### src/common/core_pkg.sv
// ====================
// core_pkg
// data and register widths, RV32I major opcodes,
// ALU operation codes and the pipeline records
// ====================
package core_pkg;

  localparam int xlen = 32;
  localparam int reg_count = 32;

  typedef logic [xlen-1:0] xlen_t;
  typedef logic [4:0] reg_addr_t;
  typedef logic [31:0] inst_t;

  // kept major opcodes
  localparam logic [6:0] opcode_op = 7'b0110011;
  localparam logic [6:0] opcode_op_imm = 7'b0010011;
  localparam logic [6:0] opcode_lui = 7'b0110111;

  typedef enum logic [3:0] {
    alu_add,
    alu_sub,
    alu_sll,
    alu_slt,
    alu_sltu,
    alu_xor,
    alu_srl,
    alu_sra,
    alu_or,
    alu_and,
    alu_pass_b
  } alu_op_e;

  // decoded instruction, decode to execute
  typedef struct packed {
    alu_op_e alu_op;
    reg_addr_t rs1;
    reg_addr_t rs2;
    reg_addr_t rd;
    logic use_imm;
    logic wen;
    xlen_t op_a;
    xlen_t op_b;
    inst_t inst;
  } uop_t;

  // retired instruction on the commit port
  typedef struct packed {
    logic wen;
    reg_addr_t rd;
    xlen_t data;
    inst_t inst;
  } commit_t;

  typedef struct packed {
    logic en;
    reg_addr_t addr;
    xlen_t data;
  } reg_write_t;

endpackage

### src/logic/alu.sv
// ====================
// alu
// combinational RV32I integer ALU
// ====================
`timescale 1ns/10ps

module alu (
  input  core_pkg::alu_op_e alu_op,
  input  core_pkg::xlen_t a,
  input  core_pkg::xlen_t b,
  output core_pkg::xlen_t result
);

  logic [4:0] shamt;

  // only the low five bits shift
  assign shamt = b[4:0];

  always_comb begin
    result = '0;
    case (alu_op)
      core_pkg::alu_add: begin
        result = a + b;
      end
      core_pkg::alu_sub: begin
        result = a - b;
      end
      core_pkg::alu_sll: begin
        result = a << shamt;
      end
      core_pkg::alu_slt: begin
        result = {{(core_pkg::xlen-1){1'b0}}, ($signed(a) < $signed(b))};
      end
      core_pkg::alu_sltu: begin
        result = {{(core_pkg::xlen-1){1'b0}}, (a < b)};
      end
      core_pkg::alu_xor: begin
        result = a ^ b;
      end
      core_pkg::alu_srl: begin
        result = a >> shamt;
      end
      core_pkg::alu_sra: begin
        result = $signed(a) >>> shamt;
      end
      core_pkg::alu_or: begin
        result = a | b;
      end
      core_pkg::alu_and: begin
        result = a & b;
      end
      core_pkg::alu_pass_b: begin
        result = b;
      end
      default: begin
        result = '0;
      end
    endcase
  end

endmodule

### src/logic/regfile.sv
// ====================
// regfile
// 32 x 32 integer registers, x0 tied to zero,
// two read ports with write-to-read bypass
// ====================
`timescale 1ns/10ps

module regfile (
  input  logic clock,
  input  logic reset,
  input  core_pkg::reg_addr_t rs1_addr,
  input  core_pkg::reg_addr_t rs2_addr,
  output core_pkg::xlen_t rs1_data,
  output core_pkg::xlen_t rs2_data,
  input  core_pkg::reg_write_t reg_write
);

  // x0 has no storage
  core_pkg::xlen_t regs [1:core_pkg::reg_count-1];

  function automatic core_pkg::xlen_t read_port(core_pkg::reg_addr_t addr);
    if (addr == '0) begin
      return '0;
    end else if (reg_write.en && (reg_write.addr == addr)) begin
      return reg_write.data;
    end else begin
      return regs[addr];
    end
  endfunction

  always_ff @(posedge clock) begin
    if (reset) begin
      for (int i = 1; i < core_pkg::reg_count; i++) begin
        regs[i] <= '0;
      end
    end else if (reg_write.en && (reg_write.addr != '0)) begin
      regs[reg_write.addr] <= reg_write.data;
    end
  end

  always_comb begin
    rs1_data = read_port(rs1_addr);
    rs2_data = read_port(rs2_addr);
  end

endmodule

### src/decode/decode_stage.sv
// ====================
// decode_stage
// input handshake and ID register, register reads,
// RV32I OP / OP-IMM / LUI decode, immediates
// ====================
`timescale 1ns/10ps

module decode_stage (
  input  logic clock,
  input  logic reset,
  input  core_pkg::inst_t inst,
  input  logic inst_valid,
  output logic inst_ready,
  input  logic ex_allowin,
  output core_pkg::reg_addr_t rs1_addr,
  output core_pkg::reg_addr_t rs2_addr,
  input  core_pkg::xlen_t rs1_data,
  input  core_pkg::xlen_t rs2_data,
  output core_pkg::uop_t uop,
  output logic uop_valid
);

  core_pkg::inst_t id_inst;
  logic id_valid;
  logic id_allowin;

  logic [6:0] opcode;
  logic [2:0] funct3;
  logic [6:0] funct7;
  logic is_op;
  logic is_op_imm;
  logic is_lui;
  logic is_shift;
  core_pkg::xlen_t i_imm;
  core_pkg::xlen_t shamt_imm;
  core_pkg::xlen_t u_imm;
  core_pkg::xlen_t imm;
  core_pkg::alu_op_e alu_op;

  assign id_allowin = !id_valid || ex_allowin;
  assign inst_ready = id_allowin;
  assign uop_valid = id_valid;

  always_ff @(posedge clock) begin
    if (reset) begin
      id_valid <= 1'b0;
    end else if (id_allowin) begin
      id_valid <= inst_valid;
    end
  end

  always_ff @(posedge clock) begin
    if (inst_valid && id_allowin) begin
      id_inst <= inst;
    end
  end

  assign opcode = id_inst[6:0];
  assign funct3 = id_inst[14:12];
  assign funct7 = id_inst[31:25];
  assign rs1_addr = id_inst[19:15];
  assign rs2_addr = id_inst[24:20];

  assign is_op = (opcode == core_pkg::opcode_op);
  assign is_op_imm = (opcode == core_pkg::opcode_op_imm);
  assign is_lui = (opcode == core_pkg::opcode_lui);
  assign is_shift = (funct3 == 3'b001) || (funct3 == 3'b101);

  assign i_imm = {{20{id_inst[31]}}, id_inst[31:20]};
  assign shamt_imm = {27'b0, id_inst[24:20]};
  assign u_imm = {id_inst[31:12], 12'b0};
  assign imm = is_lui ? u_imm : (is_shift ? shamt_imm : i_imm);

  always_comb begin
    case (funct3)
      // sub only exists for register-register
      3'b000: alu_op = (is_op && funct7[5]) ? core_pkg::alu_sub : core_pkg::alu_add;
      3'b001: alu_op = core_pkg::alu_sll;
      3'b010: alu_op = core_pkg::alu_slt;
      3'b011: alu_op = core_pkg::alu_sltu;
      3'b100: alu_op = core_pkg::alu_xor;
      3'b101: alu_op = funct7[5] ? core_pkg::alu_sra : core_pkg::alu_srl;
      3'b110: alu_op = core_pkg::alu_or;
      default: alu_op = core_pkg::alu_and;
    endcase
    if (is_lui) begin
      alu_op = core_pkg::alu_pass_b;
    end
  end

  always_comb begin
    uop.alu_op = alu_op;
    uop.rs1 = rs1_addr;
    uop.rs2 = rs2_addr;
    uop.rd = id_inst[11:7];
    uop.use_imm = is_op_imm || is_lui;
    // unsupported opcodes retire without a write
    uop.wen = is_op || is_op_imm || is_lui;
    uop.op_a = rs1_data;
    uop.op_b = uop.use_imm ? imm : rs2_data;
    uop.inst = id_inst;
  end

endmodule

### src/execute/forward_unit.sv
// ====================
// forward_unit
// EX operand selection against the
// writeback register's pending result
// ====================
`timescale 1ns/10ps

module forward_unit (
  input  core_pkg::uop_t ex_uop,
  input  core_pkg::commit_t wb_commit,
  input  logic wb_valid,
  output core_pkg::xlen_t op_a,
  output core_pkg::xlen_t op_b
);

  logic wb_writes;
  logic hit_a;
  logic hit_b;

  // x0 results never forward
  assign wb_writes = wb_valid && wb_commit.wen && (wb_commit.rd != '0);

  assign hit_a = wb_writes && (wb_commit.rd == ex_uop.rs1);
  // immediates are never replaced
  assign hit_b = wb_writes && !ex_uop.use_imm && (wb_commit.rd == ex_uop.rs2);

  assign op_a = hit_a ? wb_commit.data : ex_uop.op_a;
  assign op_b = hit_b ? wb_commit.data : ex_uop.op_b;

endmodule

### src/execute/execute_stage.sv
// ====================
// execute_stage
// EX register with forwarding and ALU,
// writeback register, commit port and
// register-file write
// ====================
`timescale 1ns/10ps

module execute_stage (
  input  logic clock,
  input  logic reset,
  input  core_pkg::uop_t uop,
  input  logic uop_valid,
  output logic ex_allowin,
  output core_pkg::commit_t commit,
  output logic commit_valid,
  input  logic commit_ready,
  output core_pkg::reg_write_t reg_write
);

  core_pkg::uop_t ex_uop;
  logic ex_valid;
  core_pkg::commit_t wb_commit;
  logic wb_valid;
  logic wb_allowin;
  logic commit_fire;
  core_pkg::xlen_t fwd_a;
  core_pkg::xlen_t fwd_b;
  core_pkg::xlen_t alu_result;

  assign commit_fire = wb_valid && commit_ready;
  assign wb_allowin = !wb_valid || commit_ready;
  assign ex_allowin = !ex_valid || wb_allowin;

  forward_unit forward_unit0 (
    .ex_uop(ex_uop),
    .wb_commit(wb_commit),
    .wb_valid(wb_valid),
    .op_a(fwd_a),
    .op_b(fwd_b)
  );

  alu alu0 (
    .alu_op(ex_uop.alu_op),
    .a(fwd_a),
    .b(fwd_b),
    .result(alu_result)
  );

  always_ff @(posedge clock) begin
    if (reset) begin
      ex_valid <= 1'b0;
      wb_valid <= 1'b0;
    end else begin
      if (ex_allowin) begin
        ex_valid <= uop_valid;
      end
      if (wb_allowin) begin
        wb_valid <= ex_valid;
      end
    end
  end

  always_ff @(posedge clock) begin
    if (uop_valid && ex_allowin) begin
      ex_uop <= uop;
    end
    if (ex_valid && wb_allowin) begin
      wb_commit.wen <= ex_uop.wen;
      wb_commit.rd <= ex_uop.rd;
      wb_commit.data <= alu_result;
      wb_commit.inst <= ex_uop.inst;
    end
  end

  assign commit = wb_commit;
  assign commit_valid = wb_valid;

  // the register file is written in the commit cycle
  always_comb begin
    reg_write.en = commit_fire && wb_commit.wen && (wb_commit.rd != '0);
    reg_write.addr = wb_commit.rd;
    reg_write.data = wb_commit.data;
  end

endmodule

### src/logic/core_top.sv
// ====================
// core_top
// three-stage RV32I integer pipeline: decode,
// register file and execute with writeback
// ====================
`timescale 1ns/10ps

module core_top (
  input  logic clock,
  input  logic reset,
  input  core_pkg::inst_t inst,
  input  logic inst_valid,
  output logic inst_ready,
  output core_pkg::commit_t commit,
  output logic commit_valid,
  input  logic commit_ready
);

  // decode <-> regfile
  core_pkg::reg_addr_t rs1_addr;
  core_pkg::reg_addr_t rs2_addr;
  core_pkg::xlen_t rs1_data;
  core_pkg::xlen_t rs2_data;

  // decode -> execute
  core_pkg::uop_t uop;
  logic uop_valid;
  logic ex_allowin;

  // execute -> regfile
  core_pkg::reg_write_t reg_write;

  decode_stage decode_stage0 (
    .clock(clock),
    .reset(reset),
    .inst(inst),
    .inst_valid(inst_valid),
    .inst_ready(inst_ready),
    .ex_allowin(ex_allowin),
    .rs1_addr(rs1_addr),
    .rs2_addr(rs2_addr),
    .rs1_data(rs1_data),
    .rs2_data(rs2_data),
    .uop(uop),
    .uop_valid(uop_valid)
  );

  regfile regfile0 (
    .clock(clock),
    .reset(reset),
    .rs1_addr(rs1_addr),
    .rs2_addr(rs2_addr),
    .rs1_data(rs1_data),
    .rs2_data(rs2_data),
    .reg_write(reg_write)
  );

  execute_stage execute_stage0 (
    .clock(clock),
    .reset(reset),
    .uop(uop),
    .uop_valid(uop_valid),
    .ex_allowin(ex_allowin),
    .commit(commit),
    .commit_valid(commit_valid),
    .commit_ready(commit_ready),
    .reg_write(reg_write)
  );

endmodule

### config.mk
export PLATFORM = sky130hd
export DESIGN_NAME = core_top
export DESIGN_NICKNAME = d
export VERILOG_FILES = /design/src/common/core_pkg.sv /design/src/logic/alu.sv /design/src/logic/regfile.sv /design/src/decode/decode_stage.sv /design/src/execute/forward_unit.sv /design/src/execute/execute_stage.sv /design/src/logic/core_top.sv
export SDC_FILE = /design/constraint.sdc
export NUM_CORES = 2
export LEC_CHECK = 0
export BUFFER_PORTS_ARGS = -buffer_cell sky130_fd_sc_hd__buf_2
export CORE_ASPECT_RATIO = 0.75
export CORE_MARGIN = 2
export CORE_UTILIZATION = 40
export DETAILED_ROUTE_END_ITERATION = 10
export PLACE_DENSITY = 0.58
export SLEW_MARGIN = 15
export SYNTH_ARGS = -nofsm -noshare
export SYNTH_HDL_FRONTEND = slang
export SYNTH_SLANG_ARGS = --single-unit
### constraint.sdc
create_clock -name clock -period 23 [get_ports clock]
set_clock_uncertainty 0.15 [all_clocks]
set_input_delay 3.45 -clock clock [delete_from_list [all_inputs] [get_ports clock]]
set_output_delay 3.45 -clock clock [all_outputs]
set_load 0.01 [all_outputs]
==> results.py <==
metrics = {
    "synth": {
        "ys_async_sr_fraction": 0,
        "synthDominantCellAreaShare": 0.511,
        "synthMostInstantiatedCell": "sky130_fd_sc_hd__edfxtp_1",
        "yosys-top-cells-area": "sky130_fd_sc_hd__edfxtp_1, sky130_fd_sc_hd__mux4_2, sky130_fd_sc_hd__and2_1, sky130_fd_sc_hd__mux2i_1, sky130_fd_sc_hd__clkbuf_1",
        "synthesis.area_per_instance_um2": 13.9,
        "synth_xor_xnor_area_share": 0.00524,
        "post_synthesis_register_bit_count": 1236,
        "synth_warnings": 0,
        "synth.largest_area_cell": "sky130_fd_sc_hd__edfxtp_1",
        "synth_top_family_by_area": "multiplexers",
        "synth_sequential_area_ratio": 0.515,
        "synth_top_cells_by_count": "sky130_fd_sc_hd__edfxtp_1, sky130_fd_sc_hd__and2_1, sky130_fd_sc_hd__mux4_2",
        "synth_edf_count": 1223,
        "synth_simple_gate_area_frac": 0.125,
        "yosys.cell_types.count": 102,
        "adder_cell_fraction_of_synth_area": 0.0178,
        "mappedNetlistArea_um2": 71800,
        "synth_flop_cell": "sky130_fd_sc_hd__edfxtp_1",
        "syn-instance-count": 5174,
        "yosys-mux-area-fraction": 0.240,
        "synth_compound_area_frac": 0.0625,
    },
    "power_and_ir_drop": {
        "ir_worst_vdd_v": 0.0000785,
        "power.density_nw_per_um2": 74.2,
        "static-leakage-power_nw": 28.5,
    },
    "worst_setup_path": {
        "critPathBufInv": 2,
        "rr_startpoint": "execute_stage0.commit[10]",
        "setup.worst_path.start_class": "input port",
        "cp_common_cell": "sky130_fd_sc_hd__buf_2",
        "timing.critical_path.to_type": "primary output",
        "critical_path_cell_with_the_highest_stage_delay": "sky130_fd_sc_hd__nor2b_1",
        "arrival_ns": 4.42,
        "path_cells": "buf_2, nor2b_1, nand3_1, buf_2",
        "criticalPathCategory": "input port to primary output",
        "worst-path-max-fanout": 5,
        "r2r_setup_slack_ns": 15.01,
        "cp_data_required_time_ns": 19.40,
        "critical_path.startpoint": "commit_ready",
        "critical-path-top-delay-family": "simple AND/OR/NAND/NOR gates",
        "worst_path_largest_cell_delay_ns": 0.45,
    },
    "placed_design": {
        "gp_routability_congestion": 0.989,
        "detailed_place_hpwl_mm": 175,
        "placedCellCount": 7365,
        "port_buffers": 107,
        "placement.cell_area_um2": 75100,
        "place_worst_setup_slack_ns": 14.99,
    },
    "cells_and_area": {
        "post-route-cell-area_um2": 79400,
        "fin_util": 0.446,
        "layout-drive-gt1-share": 0.251,
        "area_growth_from_synthesis_to_final_layout_pct": 10.6,
        "final_net_count": 5258,
        "final_cells": 7621,
    },
    "cts": {
        "cts.sink_count": 1236,
        "clk_pin_slew_worst_paths_ns": 0.07,
        "cts_tree": "done",
        "clock_tree.root_cell": "sky130_fd_sc_hd__clkbuf_16",
        "cts_setup_buffers": 0,
        "cts_made_buffers": 132,
        "ctsHoldBuffers": 0,
        "htree_levels": 4,
        "cts_buffer_depth": 3,
        "cts_repair_resizes": 0,
        "clock_insertion_delay_worst_skew_ns": 0.81,
    },
    "detailed_routing": {
        "post-route-drc-count": 0,
        "antenna_violating_nets_post_route": 0,
        "avgRoutedWirePerCell_um": 34.6,
        "initialDrtViolationCount": 7114,
        "via_count": 48700,
        "totalWireLength_mm": 264,
        "drt-vias-per-instance": 6.38,
        "drt_pre_antenna_iters": 6,
    },
    "die": {
        "placeableCoreArea_um2": 178000,
        "floorplan.die_area_um2": 183000,
        "fp-row-count": 134,
        "initial_core_utilization": 0.403,
        "die_w_um": 493,
        "design.portCount": 108,
        "fp.dieH_um": 371,
    },
    "global_routing": {
        "grt_first_pass_wirelength_mm": 367,
        "grt_remaining_overflow": 0,
        "antenna_found_initial": 22,
        "pin_count_of_the_biggest_net_entering_global_routing": 94,
        "grt.total_usage": 0.285,
        "grt_pass1_vias": 46200,
    },
    "timing": {
        "setup-violations-final": 0,
        "slew_viol_final": 0,
        "totalNegativeSetupSlack_ns": 0,
        "fin_ws_ns": 14.98,
        "fin_crit_sh": 0.349,
        "final_period_minus_worst_setup_slack_ns": 8.02,
        "fmax_ghz": 0.125,
        "grt_setup_unrepaired": "no",
        "tightestPinTransition_ns": 1.29,
        "fin_hold_viols": 0,
        "maxSlewHeadroom": 0.120,
    },
    "min_path": {
        "hp-start": "execute_stage0.ex_uop[3]",
        "worstHoldPathType": "flop to flop",
    },
    "flow_run": {
        "drv.max_cap_violation_count": 0,
    },
    "outcome": {
        "run_status": "completed",
    },
}
-- flip-flops by register name, summed over array words and instances, names as in the netlist, named ones only --
register and count:
execute_stage0.ex_uop 102, execute_stage0.commit 65, execute_stage0.commit_valid 1, decode_stage0.id_inst 32, execute_stage0.ex_valid 1, regfile0.regs 1024, decode_stage0.uop_valid 1
-- final cells by class --
class	instances	area [µm²]
clock inverter	75	726
antenna	19	47.5
fill	15900	98600
tap	2380	2980
clock buffer	160	3440
sequential	1236	37000
multi-input combinational	3359	32900
timing repair buffer	285	1920
inverter	107	405
-- worst register-to-register path: stages (launching register included) --
cell                        delay [ns]
sky130_fd_sc_hd__edfxtp_1         0.64
sky130_fd_sc_hd__or3_4            0.60
sky130_fd_sc_hd__o311a_4          0.39
sky130_fd_sc_hd__nand2_4          0.52
sky130_fd_sc_hd__mux2i_4          0.35
sky130_fd_sc_hd__buf_4            0.53
sky130_fd_sc_hd__ha_1             0.45
sky130_fd_sc_hd__o211a_1          0.19
sky130_fd_sc_hd__o21ai_0          0.15
sky130_fd_sc_hd__a2111oi_0        1.11
sky130_fd_sc_hd__o31ai_1          0.52
sky130_fd_sc_hd__a21oi_1          0.74
sky130_fd_sc_hd__a2111oi_0        0.24
sky130_fd_sc_hd__nor2_1           0.27
sky130_fd_sc_hd__a31oi_1          0.14
sky130_fd_sc_hd__a2111oi_2        0.42
sky130_fd_sc_hd__a21boi_1         0.21
sky130_fd_sc_hd__o32ai_1          0.09
-- through the flow --
step,total power (W),hold slack [ns]
5_1_grt,0.00606,0.277
3_5_place_dp,0.00377,0.255
2_1_floorplan,0.00337,0.250
4_1_cts,0.00589,0.270
6_report,0.00589,0.268
3_3_place_gp,0.00377,0.251
-- cell families after synthesis --
kind of cell,count (synthesis)
mux,901
flops,1236
buf+inv,610
compound gates,668
simple gates,1617
other cells,1
xor+xnor,40
fa+ha+maj,101
-- power breakdown --
part / total, W / internal [W] / leakage (nW) / switching (W)
combinational: 0.00110 / 0.000429 / 13.9 / 0.000668
clock: 0.00214 / 0.00117 / 2.03 / 0.000966
sequential: 0.00266 / 0.00257 / 12.6 / 0.0000838
-- path summary, 6_finish.rpt --
kind	endpoint	depth (start not counted)
setup reg to reg	execute_stage0.commit[63]	17
hold / removal	execute_stage0.commit[3]	0
setup / recovery	inst_ready	4
hold reg to reg	execute_stage0.commit[3]	0
-- per-layer routing --
| layer | up-vias | track usage | part of all wire | wire, µm |
|---|---|---|---|---|
| met5 | - | 0 | 0.0015 | 404 |
| met4 | 16 | 0.0768 | 0.028 | 7260 |
| met3 | 331 | 0.0836 | 0.13 | 33100 |
| met2 | 3005 | 0.383 | 0.40 | 106000 |
| met1 | 25500 | 0.443 | 0.44 | 116000 |
| li1 | 19800 | - | - | - |
-- placed cells by master (no fill, tap or decap), types with 27 or more instances in the layout --
cell,n
sky130_fd_sc_hd__buf_4,174
sky130_fd_sc_hd__a21oi_1,146
sky130_fd_sc_hd__o221ai_1,28
sky130_fd_sc_hd__nor3_1,96
sky130_fd_sc_hd__clkbuf_16,133
sky130_fd_sc_hd__ha_1,99
sky130_fd_sc_hd__conb_1,32
sky130_fd_sc_hd__nand2_1,209
sky130_fd_sc_hd__edfxtp_1,1223
sky130_fd_sc_hd__clkinv_1,30
sky130_fd_sc_hd__mux2_2,49
sky130_fd_sc_hd__mux2i_1,182
sky130_fd_sc_hd__xnor2_1,27
sky130_fd_sc_hd__or2_2,36
sky130_fd_sc_hd__o21ai_0,151
sky130_fd_sc_hd__nand3_1,50
sky130_fd_sc_hd__a221oi_1,33
sky130_fd_sc_hd__buf_2,107
sky130_fd_sc_hd__nor2_4,32
sky130_fd_sc_hd__and2_1,937
sky130_fd_sc_hd__a211oi_1,52
sky130_fd_sc_hd__o211ai_1,31
sky130_fd_sc_hd__nor2_1,167
sky130_fd_sc_hd__mux4_2,646
sky130_fd_sc_hd__inv_1,102
No activity file was read; power rests on OpenSTA's default activity.
